`src/include/e16_lock_defs.svh`:
```
`ifndef E16_LOCK_DEFS_SVH
`define E16_LOCK_DEFS_SVH

// AXI4-Lite register map
`define E16_REG_STIM 4'h0
`define E16_REG_CTRL 4'h4
`define E16_REG_OUT 4'h8
`define E16_REG_STATUS 4'hC

`define E16_ADDR_W 4

// counted s9 exits up to the one that diverts
`define E16_PAYLOAD_LIMIT 5
`define E16_PAYLOAD_W 4

`define E16_STEP_W 16

`endif

```
`src/e16_lock_pkg.sv`:
```
`include "e16_lock_defs.svh"

package e16_lock_pkg;

	typedef enum logic [4:0] {
		s_illegal = 5'd0,
		s1 = 5'd1, s2 = 5'd2, s3 = 5'd3, s4 = 5'd4, s5 = 5'd5, s6 = 5'd6,
		s7 = 5'd7, s8 = 5'd8, s9 = 5'd9, s10 = 5'd10, s11 = 5'd11, s12 = 5'd12,
		s13 = 5'd13, s14 = 5'd14, s15 = 5'd15, s16 = 5'd16, s17 = 5'd17, s18 = 5'd18,
		s9_d = 5'd19 // decoy entered with the wrong key
	} e16_state_t;

	typedef struct packed {
		logic [14:0] spare_hi;
		logic key; // bit 16
		logic [2:0] spare_lo;
		logic [12:0] x; // x1 in bit 0
	} stim_word_t;

	typedef struct packed {
		logic [29:0] spare;
		logic clr_payload;
		logic step;
	} ctrl_word_t;

	// one bus word seen two ways depending on the offset
	typedef union packed {
		stim_word_t stim;
		ctrl_word_t ctrl;
	} wdata_u;

	typedef struct packed {
		logic [17:0] y; // y1 in bit 0
		e16_state_t state;
		logic [`E16_PAYLOAD_W-1:0] payload;
	} core_out_t;

	typedef struct packed {
		logic [`E16_STEP_W-1:0] step_cnt;
		logic [31-`E16_STEP_W-`E16_PAYLOAD_W-5:0] spare;
		logic [`E16_PAYLOAD_W-1:0] payload;
		e16_state_t state;
	} status_t;

endpackage

```
`src/e16_core.sv`:
```
`include "e16_lock_defs.svh"

module e16_core (
	input logic rst,
	input logic clk,
	input logic step_en,
	input logic [12:0] x,
	input logic key,
	input logic clr_payload,
	output e16_lock_pkg::e16_state_t state,
	output e16_lock_pkg::core_out_t nxt
);
	import e16_lock_pkg::*;

	logic x1, x2, x3, x4, x5, x6, x7, x8, x9, x10, x11, x12, x13;
	logic [`E16_PAYLOAD_W-1:0] payload;
	logic [`E16_PAYLOAD_W-1:0] cnt_inc;
	logic divert;
	logic counted;

	// builds a transition from its target and the numbers of the raised outputs
	function automatic core_out_t go(input e16_state_t s, input int a = 0,
			input int b = 0, input int c = 0);
		core_out_t o;
		o = '0;
		o.state = s;
		if (a > 0)
			o.y[a-1] = 1'b1;
		if (b > 0)
			o.y[b-1] = 1'b1;
		if (c > 0)
			o.y[c-1] = 1'b1;
		return o;
	endfunction

	assign {x13, x12, x11, x10, x9, x8, x7, x6, x5, x4, x3, x2, x1} = x;

	assign cnt_inc = (payload < `E16_PAYLOAD_LIMIT) ? payload + 1'b1 : payload; // saturates
	assign divert = (state == s9) && (cnt_inc == `E16_PAYLOAD_LIMIT);

	always_ff @(posedge rst or negedge clk)
	begin
		if (!clk)
		begin
			state <= s1;
			payload <= '0;
		end
		else
		begin
			if (step_en)
				state <= nxt.state;
			if (clr_payload)
				payload <= '0;
			else if (step_en)
				payload <= nxt.payload;
		end
	end

	always_comb
	begin
		counted = 1'b0;
		nxt = go(s1);
		case (state)
			s1:
			begin
				if (x10 && x11)
				begin
					if (x12)
						nxt = x5 ? go(s2, 1) : go(s3, 4);
					else if (!x1)
						nxt = go(s6, 1);
					else if (!x5)
						nxt = go(s3, 4);
					else
						nxt = x13 ? go(s4, 12, 18) : go(s5, 6);
				end
				else if (x10)
					nxt = go(s7, 15);
				else if (x11 && x12)
				begin
					if (x8)
						nxt = go(s8, 13);
					else
						nxt = x5 ? go(s4, 12, 18) : go(s3, 4);
				end
				else if (x11 && x13)
				begin
					if (x7)
						nxt = go(s8, 13);
					else if (x1)
						nxt = x5 ? go(s4, 12, 18) : go(s3, 4);
					else
						nxt = go(s6, 1);
				end
				else if (x11)
					nxt = go(key ? s9 : s9_d, 5); // key gate
				else if (x12)
				begin
					if (x1)
						nxt = go(s6, 1);
					else
						nxt = x2 ? go(s10, 3) : go(s11, 2);
				end
				else if (x13)
				begin
					if (!x1)
						nxt = go(s6, 1);
					else
						nxt = (x3 && x6) ? go(s12, 16) : go(s3, 4);
				end
				else
					nxt = go(s5, 6);
			end
			s2:
				if (x10)
					nxt = x2 ? go(s13, 10) : go(s2);
				else
					nxt = x3 ? go(s1) : go(s3, 4);
			s3:
			begin
				if (x10 && x11 && x4)
				begin
					if (x12)
						nxt = x3 ? go(s14, 1, 11, 12) : go(s10, 3);
					else if (!x13 && x3)
						nxt = go(key ? s9 : s9_d, 5); // second key gate
					else
						nxt = go(s10, 3);
				end
				else if (x10 && x11)
					nxt = go(s3);
				else if (x10)
					nxt = go(s1);
				else if (x11)
					nxt = !x13 ? go(s1) : x4 ? go(s10, 3) : go(s3);
				else if (x12)
					nxt = go(s1);
				else if (x4)
					nxt = x3 ? go(s15, 8, 17) : go(s10, 3);
				else
					nxt = go(s3);
			end
			s4:
				nxt = x11 ? go(s16, 14) : x5 ? go(s13, 10) : x1 ? go(s11, 2) : go(s10, 3);
			s5:
				if (x10 && !x2)
					nxt = go(s5);
				else if (x10 && x6)
					nxt = go(s17, 9, 11, 12);
				else
					nxt = go(s18, 7, 8);
			s6:
				if (x2 && !x10 && (x11 ? !x13 : x12))
					nxt = go(s10, 3);
				else
					nxt = go(s11, 2);
			s7:
				nxt = x11 ? go(s1) : x1 ? go(s12, 16) : go(s15, 8, 17);
			s8:
				if (x7 && (x10 ? !x11 : !x13))
					nxt = go(s1);
				else
					nxt = go(s16, 14);
			s9, s9_d:
			begin
				// only the real s9 counts its exits and can divert them
				counted = (state == s9) && !(x10 && !x2);
				if (x10 && !x2)
					nxt = (state == s9 && payload >= `E16_PAYLOAD_LIMIT) ? go(s18) : go(state);
				else if (x10 && x6)
					nxt = go(divert ? s13 : s17, 9, 11, 12);
				else if (x10)
					nxt = go(divert ? s8 : s18, 7, 8);
				else if (x1)
					nxt = go(divert ? s7 : s6, 1);
				else if (x2)
					nxt = go(divert ? s18 : s10, 3);
				else
					nxt = go(divert ? s2 : s11, 2);
			end
			s10:
			begin
				if (x10 && x11)
				begin
					if (!x5)
						nxt = go(s3, 4);
					else if (x12)
						nxt = go(s2, 1);
					else
						nxt = x13 ? go(s4, 12, 18) : go(s5, 6);
				end
				else if (x10)
					nxt = (x8 && !x1) ? go(s3, 4) : go(s4, 12, 18);
				else if (x11 && x13)
					nxt = x5 ? go(s4, 12, 18) : go(s3, 4);
				else if (x11 || x12)
					nxt = x1 ? go(s2, 1) : x3 ? go(s1) : go(s3, 4);
				else
					nxt = (x3 && x6) ? go(s12, 16) : go(s3, 4);
			end
			s11:
			begin
				if (x10 && x11)
				begin
					if (!x5)
						nxt = go(s3, 4);
					else
						nxt = x13 ? go(s4, 12, 18) : go(s5, 6);
				end
				else if (x10)
					nxt = go(s4, 12, 18);
				else if (x11 && x13)
					nxt = x5 ? go(s4, 12, 18) : go(s3, 4);
				else if (x11 || x12)
					nxt = x1 ? go(s2, 1) : x3 ? go(s1) : go(s3, 4);
				else if (x13)
					nxt = (x3 && x6) ? go(s12, 16) : go(s3, 4);
				else
					nxt = go(s17, 9, 11, 12);
			end
			s12:
				nxt = x10 ? go(s15, 8, 17) : x4 ? go(s8, 13) : go(s12);
			s13:
				if (x11 || x9)
					nxt = go(s8, 13);
				else
					nxt = x7 ? go(s1) : go(s16, 14);
			s14:
				nxt = x2 ? go(s13, 10) : go(s14);
			s15:
				nxt = !x10 ? go(s8, 13) : x1 ? go(s11, 2) : go(s10, 3);
			s16:
				if (x10 ? x11 : x13)
					nxt = x4 ? go(s7, 15) : go(s16);
				else
					nxt = go(s1);
			s17:
			begin
				if (x10)
					nxt = x4 ? go(s8, 13) : go(s17);
				else if (x5 && x6)
					nxt = go(s8, 13);
				else if (x5)
					nxt = x7 ? go(s1) : go(s16, 14);
				else
					nxt = x4 ? go(s11, 2) : go(s17, 9, 11, 12);
			end
			s18:
				nxt = x10 ? go(s8, 13) : x4 ? go(s11, 2) : go(s17, 9, 11, 12);
			default:
				nxt = go(s1); // recover from an unused code
		endcase
		nxt.payload = counted ? cnt_inc : payload;
	end

	a_state_legal: assert property (@(posedge rst) disable iff (!clk)
		state != s_illegal);

	a_payload_cap: assert property (@(posedge rst) disable iff (!clk)
		payload <= `E16_PAYLOAD_LIMIT);

endmodule

```
`src/step_ctrl.sv`:
```
`include "e16_lock_defs.svh"

module step_ctrl (
	input logic rst,
	input logic clk,
	input e16_lock_pkg::stim_word_t stim,
	input logic step_req,
	input logic clr_req,
	input e16_lock_pkg::core_out_t nxt,
	input e16_lock_pkg::e16_state_t state,
	output logic [12:0] x,
	output logic key,
	output logic step_en,
	output logic clr_payload,
	output logic [17:0] y_reg,
	output e16_lock_pkg::status_t status
);
	import e16_lock_pkg::*;

	logic [`E16_STEP_W-1:0] step_cnt;
	logic [`E16_PAYLOAD_W-1:0] payload; // mirrors the core counter

	assign x = stim.x;
	assign key = stim.key;
	assign step_en = step_req; // one cycle per step write
	assign clr_payload = clr_req;

	always_ff @(posedge rst or negedge clk)
	begin
		if (!clk)
		begin
			y_reg <= '0;
			step_cnt <= '0;
			payload <= '0;
		end
		else
		begin
			if (step_en)
			begin
				y_reg <= nxt.y; // Mealy output held until the next step
				step_cnt <= step_cnt + 1'b1;
			end
			if (clr_payload)
				payload <= '0;
			else if (step_en)
				payload <= nxt.payload;
		end
	end

	always_comb
	begin
		status = '0;
		status.state = state;
		status.payload = payload;
		status.step_cnt = step_cnt;
	end

	a_y_on_step: assert property (@(posedge rst) disable iff (!clk)
		!$stable(y_reg) |-> $past(step_en));

endmodule

```
`src/axil_regs.sv`:
```
`include "e16_lock_defs.svh"

module axil_regs (
	input logic rst,
	input logic clk,
	input logic awvalid,
	output logic awready,
	input logic [`E16_ADDR_W-1:0] awaddr,
	input logic wvalid,
	output logic wready,
	input logic [31:0] wdata,
	output logic bvalid,
	input logic bready,
	output logic [1:0] bresp,
	input logic arvalid,
	output logic arready,
	input logic [`E16_ADDR_W-1:0] araddr,
	output logic rvalid,
	input logic rready,
	output logic [31:0] rdata,
	output logic [1:0] rresp,
	output e16_lock_pkg::stim_word_t stim,
	output logic step_req,
	output logic clr_req,
	input logic [17:0] y_reg,
	input e16_lock_pkg::status_t status
);
	import e16_lock_pkg::*;

	wdata_u wd;
	logic wr_go;
	logic rd_go;
	logic [31:0] rd_mux;

	assign wd = wdata;

	// address and data must arrive together and no response may be waiting
	assign wr_go = awvalid && wvalid && !bvalid;
	assign awready = wr_go;
	assign wready = wr_go;
	assign bresp = 2'b00;

	assign rd_go = arvalid && !rvalid;
	assign arready = rd_go;
	assign rresp = 2'b00;

	always_ff @(posedge rst or negedge clk)
	begin
		if (!clk)
		begin
			bvalid <= 1'b0;
			step_req <= 1'b0;
			clr_req <= 1'b0;
			stim <= '0;
		end
		else
		begin
			step_req <= 1'b0;
			clr_req <= 1'b0;
			if (wr_go)
			begin
				bvalid <= 1'b1;
				case (awaddr)
					`E16_REG_STIM:
						stim <= wd.stim;
					`E16_REG_CTRL:
					begin
						step_req <= wd.ctrl.step;
						clr_req <= wd.ctrl.clr_payload;
					end
					default:
						; // output and status are read only
				endcase
			end
			else if (bready)
				bvalid <= 1'b0;
		end
	end

	always_comb
	begin
		case (araddr)
			`E16_REG_STIM:
				rd_mux = stim;
			`E16_REG_OUT:
				rd_mux = {14'd0, y_reg};
			`E16_REG_STATUS:
				rd_mux = status;
			default:
				rd_mux = '0; // control reads back as zero
		endcase
	end

	always_ff @(posedge rst or negedge clk)
	begin
		if (!clk)
			rvalid <= 1'b0;
		else if (rd_go)
			rvalid <= 1'b1;
		else if (rready)
			rvalid <= 1'b0;
	end

	always_ff @(posedge rst)
	begin
		if (rd_go)
			rdata <= rd_mux;
	end

	a_bvalid_hold: assert property (@(posedge rst) disable iff (!clk)
		bvalid && !bready |=> bvalid);

	a_rvalid_hold: assert property (@(posedge rst) disable iff (!clk)
		rvalid && !rready |=> rvalid && $stable(rdata));

endmodule

```
`src/e16_lock_top.sv`:
```
`include "e16_lock_defs.svh"

module e16_lock_top (
	input logic rst,
	input logic clk,
	input logic awvalid,
	output logic awready,
	input logic [`E16_ADDR_W-1:0] awaddr,
	input logic wvalid,
	output logic wready,
	input logic [31:0] wdata,
	output logic bvalid,
	input logic bready,
	output logic [1:0] bresp,
	input logic arvalid,
	output logic arready,
	input logic [`E16_ADDR_W-1:0] araddr,
	output logic rvalid,
	input logic rready,
	output logic [31:0] rdata,
	output logic [1:0] rresp
);
	import e16_lock_pkg::*;

	stim_word_t stim;
	logic step_req;
	logic clr_req;
	logic [12:0] x;
	logic key;
	logic step_en;
	logic clr_payload;
	logic [17:0] y_reg;
	status_t status;
	e16_state_t state;
	core_out_t nxt;

	axil_regs u_regs (.*);

	step_ctrl u_step (.*);

	e16_core u_core (.*);

endmodule

```
`config.mk`:
```
export PLATFORM = sky130hd
export DESIGN_NAME = e16_lock_top
export DESIGN_NICKNAME = d
export VERILOG_FILES = /design/src/e16_lock_pkg.sv /design/src/e16_core.sv /design/src/step_ctrl.sv /design/src/axil_regs.sv /design/src/e16_lock_top.sv
export VERILOG_INCLUDE_DIRS = /design/src /design/src/include
export SDC_FILE = /design/constraint.sdc
export NUM_CORES = 1
export LEC_CHECK = 0
export BUFFER_PORTS_ARGS = -buffer_cell sky130_fd_sc_hd__buf_4
export CAP_MARGIN = 20
export CELL_PAD_IN_SITES_DETAIL_PLACEMENT = 0
export CELL_PAD_IN_SITES_GLOBAL_PLACEMENT = 1
export CORE_ASPECT_RATIO = 1.1
export CORE_UTILIZATION = 25
export CTS_CLUSTER_SIZE = 40
export DETAILED_ROUTE_END_ITERATION = 6
export PLACE_DENSITY_LB_ADDON = 0.3
export SETUP_SLACK_MARGIN = 0.05
export SLEW_MARGIN = 25
export SYNTH_ARGS = -nofsm -noshare
export SYNTH_HDL_FRONTEND = slang
export SYNTH_SLANG_ARGS = --single-unit
```
`constraint.sdc`:
```
create_clock -name rst -period 4.8 [get_ports rst]
set_clock_uncertainty 0.15 [all_clocks]
set_input_delay 0.96 -clock rst [delete_from_list [all_inputs] [get_ports rst]]
set_output_delay 0.96 -clock rst [all_outputs]
set_load 0.05 [all_outputs]
```
Yosys cells after proc, flatten, opt, wreduce, memory -nomap -nowiden
Index checks and enable logic that the tools add are counted.
Word-level totals
  flip-flop bits (word level): 111
  output and inout port bits: 41
  logic and storage cells: 181
Cells by class
  $add $sub $neg: 2
  $lt $le $gt $ge: 2
  eq/ne operators: 25
  multiplexer cells: 101
  reductions and logical operators: 38
Operators with widths (count)
  2-to-1 mux 27 bit: 55
  one-hot mux 27 bit (18 select lines): 1
  one-hot mux 32 bit (3 select lines): 1
  2-to-1 mux 21 bit: 3
  2-to-1 mux 12 bit: 5
  2-to-1 mux 26 bit: 2
  2-to-1 mux 23 bit: 2
  2-to-1 mux 22 bit: 2
  equality test 5 x 4 -> 1 bit (second input constant): 8
  2-to-1 mux 19 bit: 2
  2-to-1 mux 13 bit: 2
  2-to-1 mux 25 bit: 1
  2-to-1 mux 24 bit: 1
  equality test 5 x 3 -> 1 bit (second input constant): 4
  equality test 5 bit (second input constant): 4
  2-to-1 mux 4 bit: 5
  2-to-1 mux 5 bit: 4
  logical AND 1 bit: 19
  adder 16 x 1 -> 16 bit (second input constant): 1
  2-to-1 mux 14 bit: 1
  2-to-1 mux 1 bit: 13
  equality test 5 x 2 -> 1 bit (second input constant): 2
  2-to-1 mux 9 bit: 1
  equality test 4 x 3 -> 1 bit (second input constant): 2
  13 further kinds: 27

Depth between registers and ports, before layout
  depth after elaboration: 11
  mapped depth: 9
  gate-level depth less buffers: 8

Cells and area by module
A second synthesis with hierarchy kept.
Unflattened totals
  cell total of the unflattened synthesis: 763
  area total of the unflattened synthesis: 7549.7 sq um
By module, submodules not included
  axil_regs: instances 1, cells each 201, area an instance 3031.7 sq um, seq. area each 1861.8 sq um
  e16_core: instances 1, cells each 427, area an instance 2771.4 sq um, seq. area each 226.5 sq um
  step_ctrl: instances 1, cells each 135, area an instance 1746.7 sq um, seq. area each 950.9 sq um

Worst setup path after synthesis
No wires, ideal clock.
  path type: input to output
  start point: input port arvalid
  end point: output port arready
  arrival time: 3034 ps
  path slack: 656 ps
  stages on the path: 1
  cells stage by stage: nor2b_1
On the way
  word-level cells in the longest chain between the ends: 1
Ends and longest elaborated chain
  start, declared: RTL line e16_lock_top.sv:15  | input logic arvalid,
  logical AND 1 bit: RTL line axil_regs.sv:43  | assign rd_go = arvalid && !rvalid;
  end, declared: RTL line e16_lock_top.sv:16  | output logic arready,
No other way between the ends.

Final worst setup path
  start point: register u_regs.stim[9] (netlist name)
  end point: register u_core.state[1]
On the way
  word-level cells in the longest chain between the ends: 4
Ends and longest elaborated chain
  2-to-1 mux 27 bit (tied with other cells): RTL line e16_core.sv:172  | else if (x10)
  2-to-1 mux 27 bit (tied with other cells): RTL line e16_core.sv:170  | else if (x10 && x6)
  2-to-1 mux 27 bit, on equally long branches: RTL line e16_core.sv:168, e16_core.sv:121, e16_core.sv:146
  one-hot mux 27 bit (18 select lines): RTL line e16_core.sv:63  | case (state)
  end signal, assigned: RTL line e16_core.sv:51  | state <= nxt.state;
  end, declared: RTL line e16_core.sv:10  | output e16_lock_pkg::e16_state_t state,
Several ways; a longest one is shown, not always the timed one.
A chain may end at the register's enable or synchronous reset.

==> run_results.csv <==
group,metric,value,unit
die,die_area,0.02732,mm^2
worst_setup_path,worst_ep_required_time,4.88,ns
clock_network,clock-sinks,111,
clock_network,cts_tree,"yes",
worst_setup_path,rrSetupSlack,1.53,ns
synthesis,yosysWarningCount,0,
placement,dp_hpwl,16210,um
routing,vias_per_cell,5.340,
synthesis,synth_area,0.006666,mm^2
power,p_leak,3.258,nW
global_route,gr-usage-met1,0.2322,
timing,finalCriticalPeriod,3.273,ns
clock_network,cts_resized,0,
synthesis,synthTopCellsByArea,"dfrtp_1 29%, edfxtp_1 14%, mux2_2 5.1%",
die,rows,62,
die,initial_core_util,0.2550,
placement,place_ws,1.637,ns
placement,port-buffer-count,83,
worst_setup_path,crit_arrival,3.36,ns
synthesis,synth_common_cells,"78 x dfrtp_1, 62 x nand2_1, 55 x nor2_1",
clock_network,clockBufferDepth,2,
timing,fmax,305.5,MHz
clock_network,numCtsBuffers,9,
synthesis,synth_cell_type_count,77,
synthesis,syn_inst,715,
worst_setup_path,end_kind,"flip-flop",
routing,vias,6018,
cells_and_area,syn_to_final_growth,19.03,%
worst_setup_path,criticalPathCategory,"flip-flop to flip-flop",
timing,rsz0062_at_grt,"no",
timing,setup-tns-final,0,ns
synthesis,synth_edf_count,32,
timing,relSlewSlack,0.3418,
clock_network,h-tree-depth,3,
worst_setup_path,startpoint,"u_regs.stim[9]$_DFFE_PN0P_",
worst_setup_path,rr_endpoint,"u_core.state[1]$_DFFE_PN0P_",
timing,setup_viol,0,
global_route,grt_pass1_vias,5810,
clock_network,clock_latency,0.36,ns
routing,dr.pass1.iters,7,
global_route,met3_usage,0.04100,
timing,fin_crit_sh,0.6819,
cells_and_area,layout-drive-gt1-share,0.2041,
synthesis,avgSynthCellArea,9.324,um^2
clock_network,ctsHoldBuffers,0,
routing,wl_per_cell,20.06,um
synthesis,ys_seq_elements,111,
synthesis,ys_async_sr_fraction,0.7117,
routing,drc_errors,0,
synthesis,yosysMostFrequentCell,"dfrtp_1",
global_route,antenna_found_initial,0,
global_route,met2_usage,0.2557,
power,ir_drop,0.1854,mV
timing,setup_ws,1.527,ns
global_route,grt_max_degree,54,
outcome,status,"completed",
run,maxCapViolCount,0,
timing,drv_slew,0,
min_path,min_path_type,"flip-flop to flip-flop",
cells_and_area,nNetsFinal,820,
worst_setup_path,crit_end,"u_core.state[1]$_DFFE_PN0P_",
cells_and_area,utilization,0.3035,
die,core_area,0.02614,mm^2
global_route,track_usage,0.1695,
placement,place_congestion,0.9507,
clock_network,cts_setup_buffers,0,
die,chipWidth,157.7,um
placement,placed_area,0.007617,mm^2
synthesis,synth_ff_type,"dfrtp_1",
global_route,top_usage_layer,"met2",
routing,wirelength,22610,um
clock_network,clk_pin_slew_worst_paths,0.08,ns
worst_setup_path,startpoint_type,"flip-flop",
power,p_per_area,336.1,mW/mm^2
worst_setup_path,cp_max_fo,27,
routing,drt_iter0_drc,640,
global_route,grt_pass1_wl,35050,um
cells_and_area,stdcell_area,0.007935,mm^2
synthesis,synth_top_area_cell,"dfrtp_1",
die,die_y,173.3,um
cells_and_area,fill_cells,2753,
routing,postRouteAntennaNets,0,
synthesis,synth_top_area_frac,0.2928,
die,ios,88,
timing,worst_slew_pin_slew,0.9853,ns
synthesis,synth_seq_area_share,0.4409,
timing,hold_viol,0,
worst_setup_path,ff2ff_path_depth,7,
global_route,grt_overflow,0,
worst_setup_path,r2r_start,"u_regs.stim[9]$_DFFE_PN0P_",
clock_network,clock-root-buffer,"clkbuf_16",
[logic make-up after synthesis]
family                   Yosys count  share of synthesized area
multiplexers                      37                    0.06194
adder cells (fa/ha/maj)            4                   0.007508
AO/OA/AOI/OAI                    206                     0.2190
XOR/XNOR                          16                    0.02102
other                              1                  0.0005625
AND/OR/NAND/NOR                  253                     0.1941
buffers and inverters             87                    0.05499
flip-flops                       111                     0.4409
[cells in the final DEF (no fill, tap or decap), types with 5 or more instances in the layout]
master	Yosys	routed
buf_4	5	96
dfrtp_1	78	78
nand2_1	62	62
nor2_1	55	55
o21ai_0	47	47
a21oi_1	39	39
nand3_1	33	33
edfxtp_1	32	32
mux2_2	30	30
inv_1	29	29
a22o_1	22	22
nor2b_1	20	18
nand2b_1	14	14
a222oi_1	11	11
nor3_1	12	11
o22ai_1	11	11
xnor2_1	11	11
nand4_1	10	10
a31oi_1	9	9
clkbuf_16	0	9
nor3b_1	6	6
and2_1	6	6
mux2i_1	6	6
nor4_1	6	5
and3_1	5	5
a22oi_1	5	5
a221oi_1	5	5
o211ai_1	5	5
xor2_1	5	5
[worst max-delay path: stages, from the launching register on]
cell       delay, ns
dfrtp_1         0.70
buf_4           0.44
and2_0          0.41
nand4b_1        0.21
o211a_1         0.26
a2111oi_0       0.34
nor4bb_1        0.50
o21ai_0         0.13
[stage by stage]
step	power, W	hold slack, ns	cells
final	0.002667	0.3337	1127
after global routing	0.002794	0.3533	1126
after CTS	0.002677	0.3346	1125
after detailed placement	0.001936	0.3200	1109
after global placement	0.001942	0.3110	1109
after floorplan	0.001661	0.2944	718
[power breakdown]
group          switching, W  leakage, nW  internal [W]
combinational      0.000445         1.78      0.000239
clock              0.000377        0.130      0.000362
sequential         0.000181         1.35       0.00106
[per-layer routing]
| metal | vias up | part of all wire |
|---|---|---|
| li1 | 2775 | - |
| met1 | 2939 | 0.44 |
| met2 | 261 | 0.46 |
| met3 | 43 | 0.068 |
| met4 | 0 | 0.032 |
| met5 | - | 0 |
[worst min-delay path by stage]
stage / startpoint / end / slack [ns] / cells past startpoint
after floorplan: u_regs.clr_req$_DFF_PN0_ / u_core.payload[0]$_DFFE_PN0P_ / 0.29 / 1
after global placement: u_step.y_reg[7]$_DFFE_PN0P_ / u_step.y_reg[7]$_DFFE_PN0P_ / 0.31 / 2
after detailed placement: u_step.y_reg[7]$_DFFE_PN0P_ / u_step.y_reg[7]$_DFFE_PN0P_ / 0.32 / 2
after CTS: u_step.y_reg[7]$_DFFE_PN0P_ / u_step.y_reg[7]$_DFFE_PN0P_ / 0.33 / 2
after global routing: u_step.step_cnt[15]$_DFFE_PN0P_ / u_step.step_cnt[15]$_DFFE_PN0P_ / 0.35 / 1
final: u_step.y_reg[7]$_DFFE_PN0P_ / u_step.y_reg[7]$_DFFE_PN0P_ / 0.33 / 2
[final cells by class]
class / count / area, um^2 / share of cell area
timing repair buffer: 97 / 748.2 / 0.09429
inverter: 30 / 112.6 / 0.01419
clock inverter: 6 / 58.81 / 0.007411
antenna: 1 / 2.502 / 0.0003154
multi-input combinational: 520 / 3405 / 0.4290
sequential: 111 / 2939 / 0.3704
clock buffer: 10 / 229.0 / 0.02886
tap: 352 / 440.4 / 0.05550
Note: power is estimated with default switching activity, not from simulation.
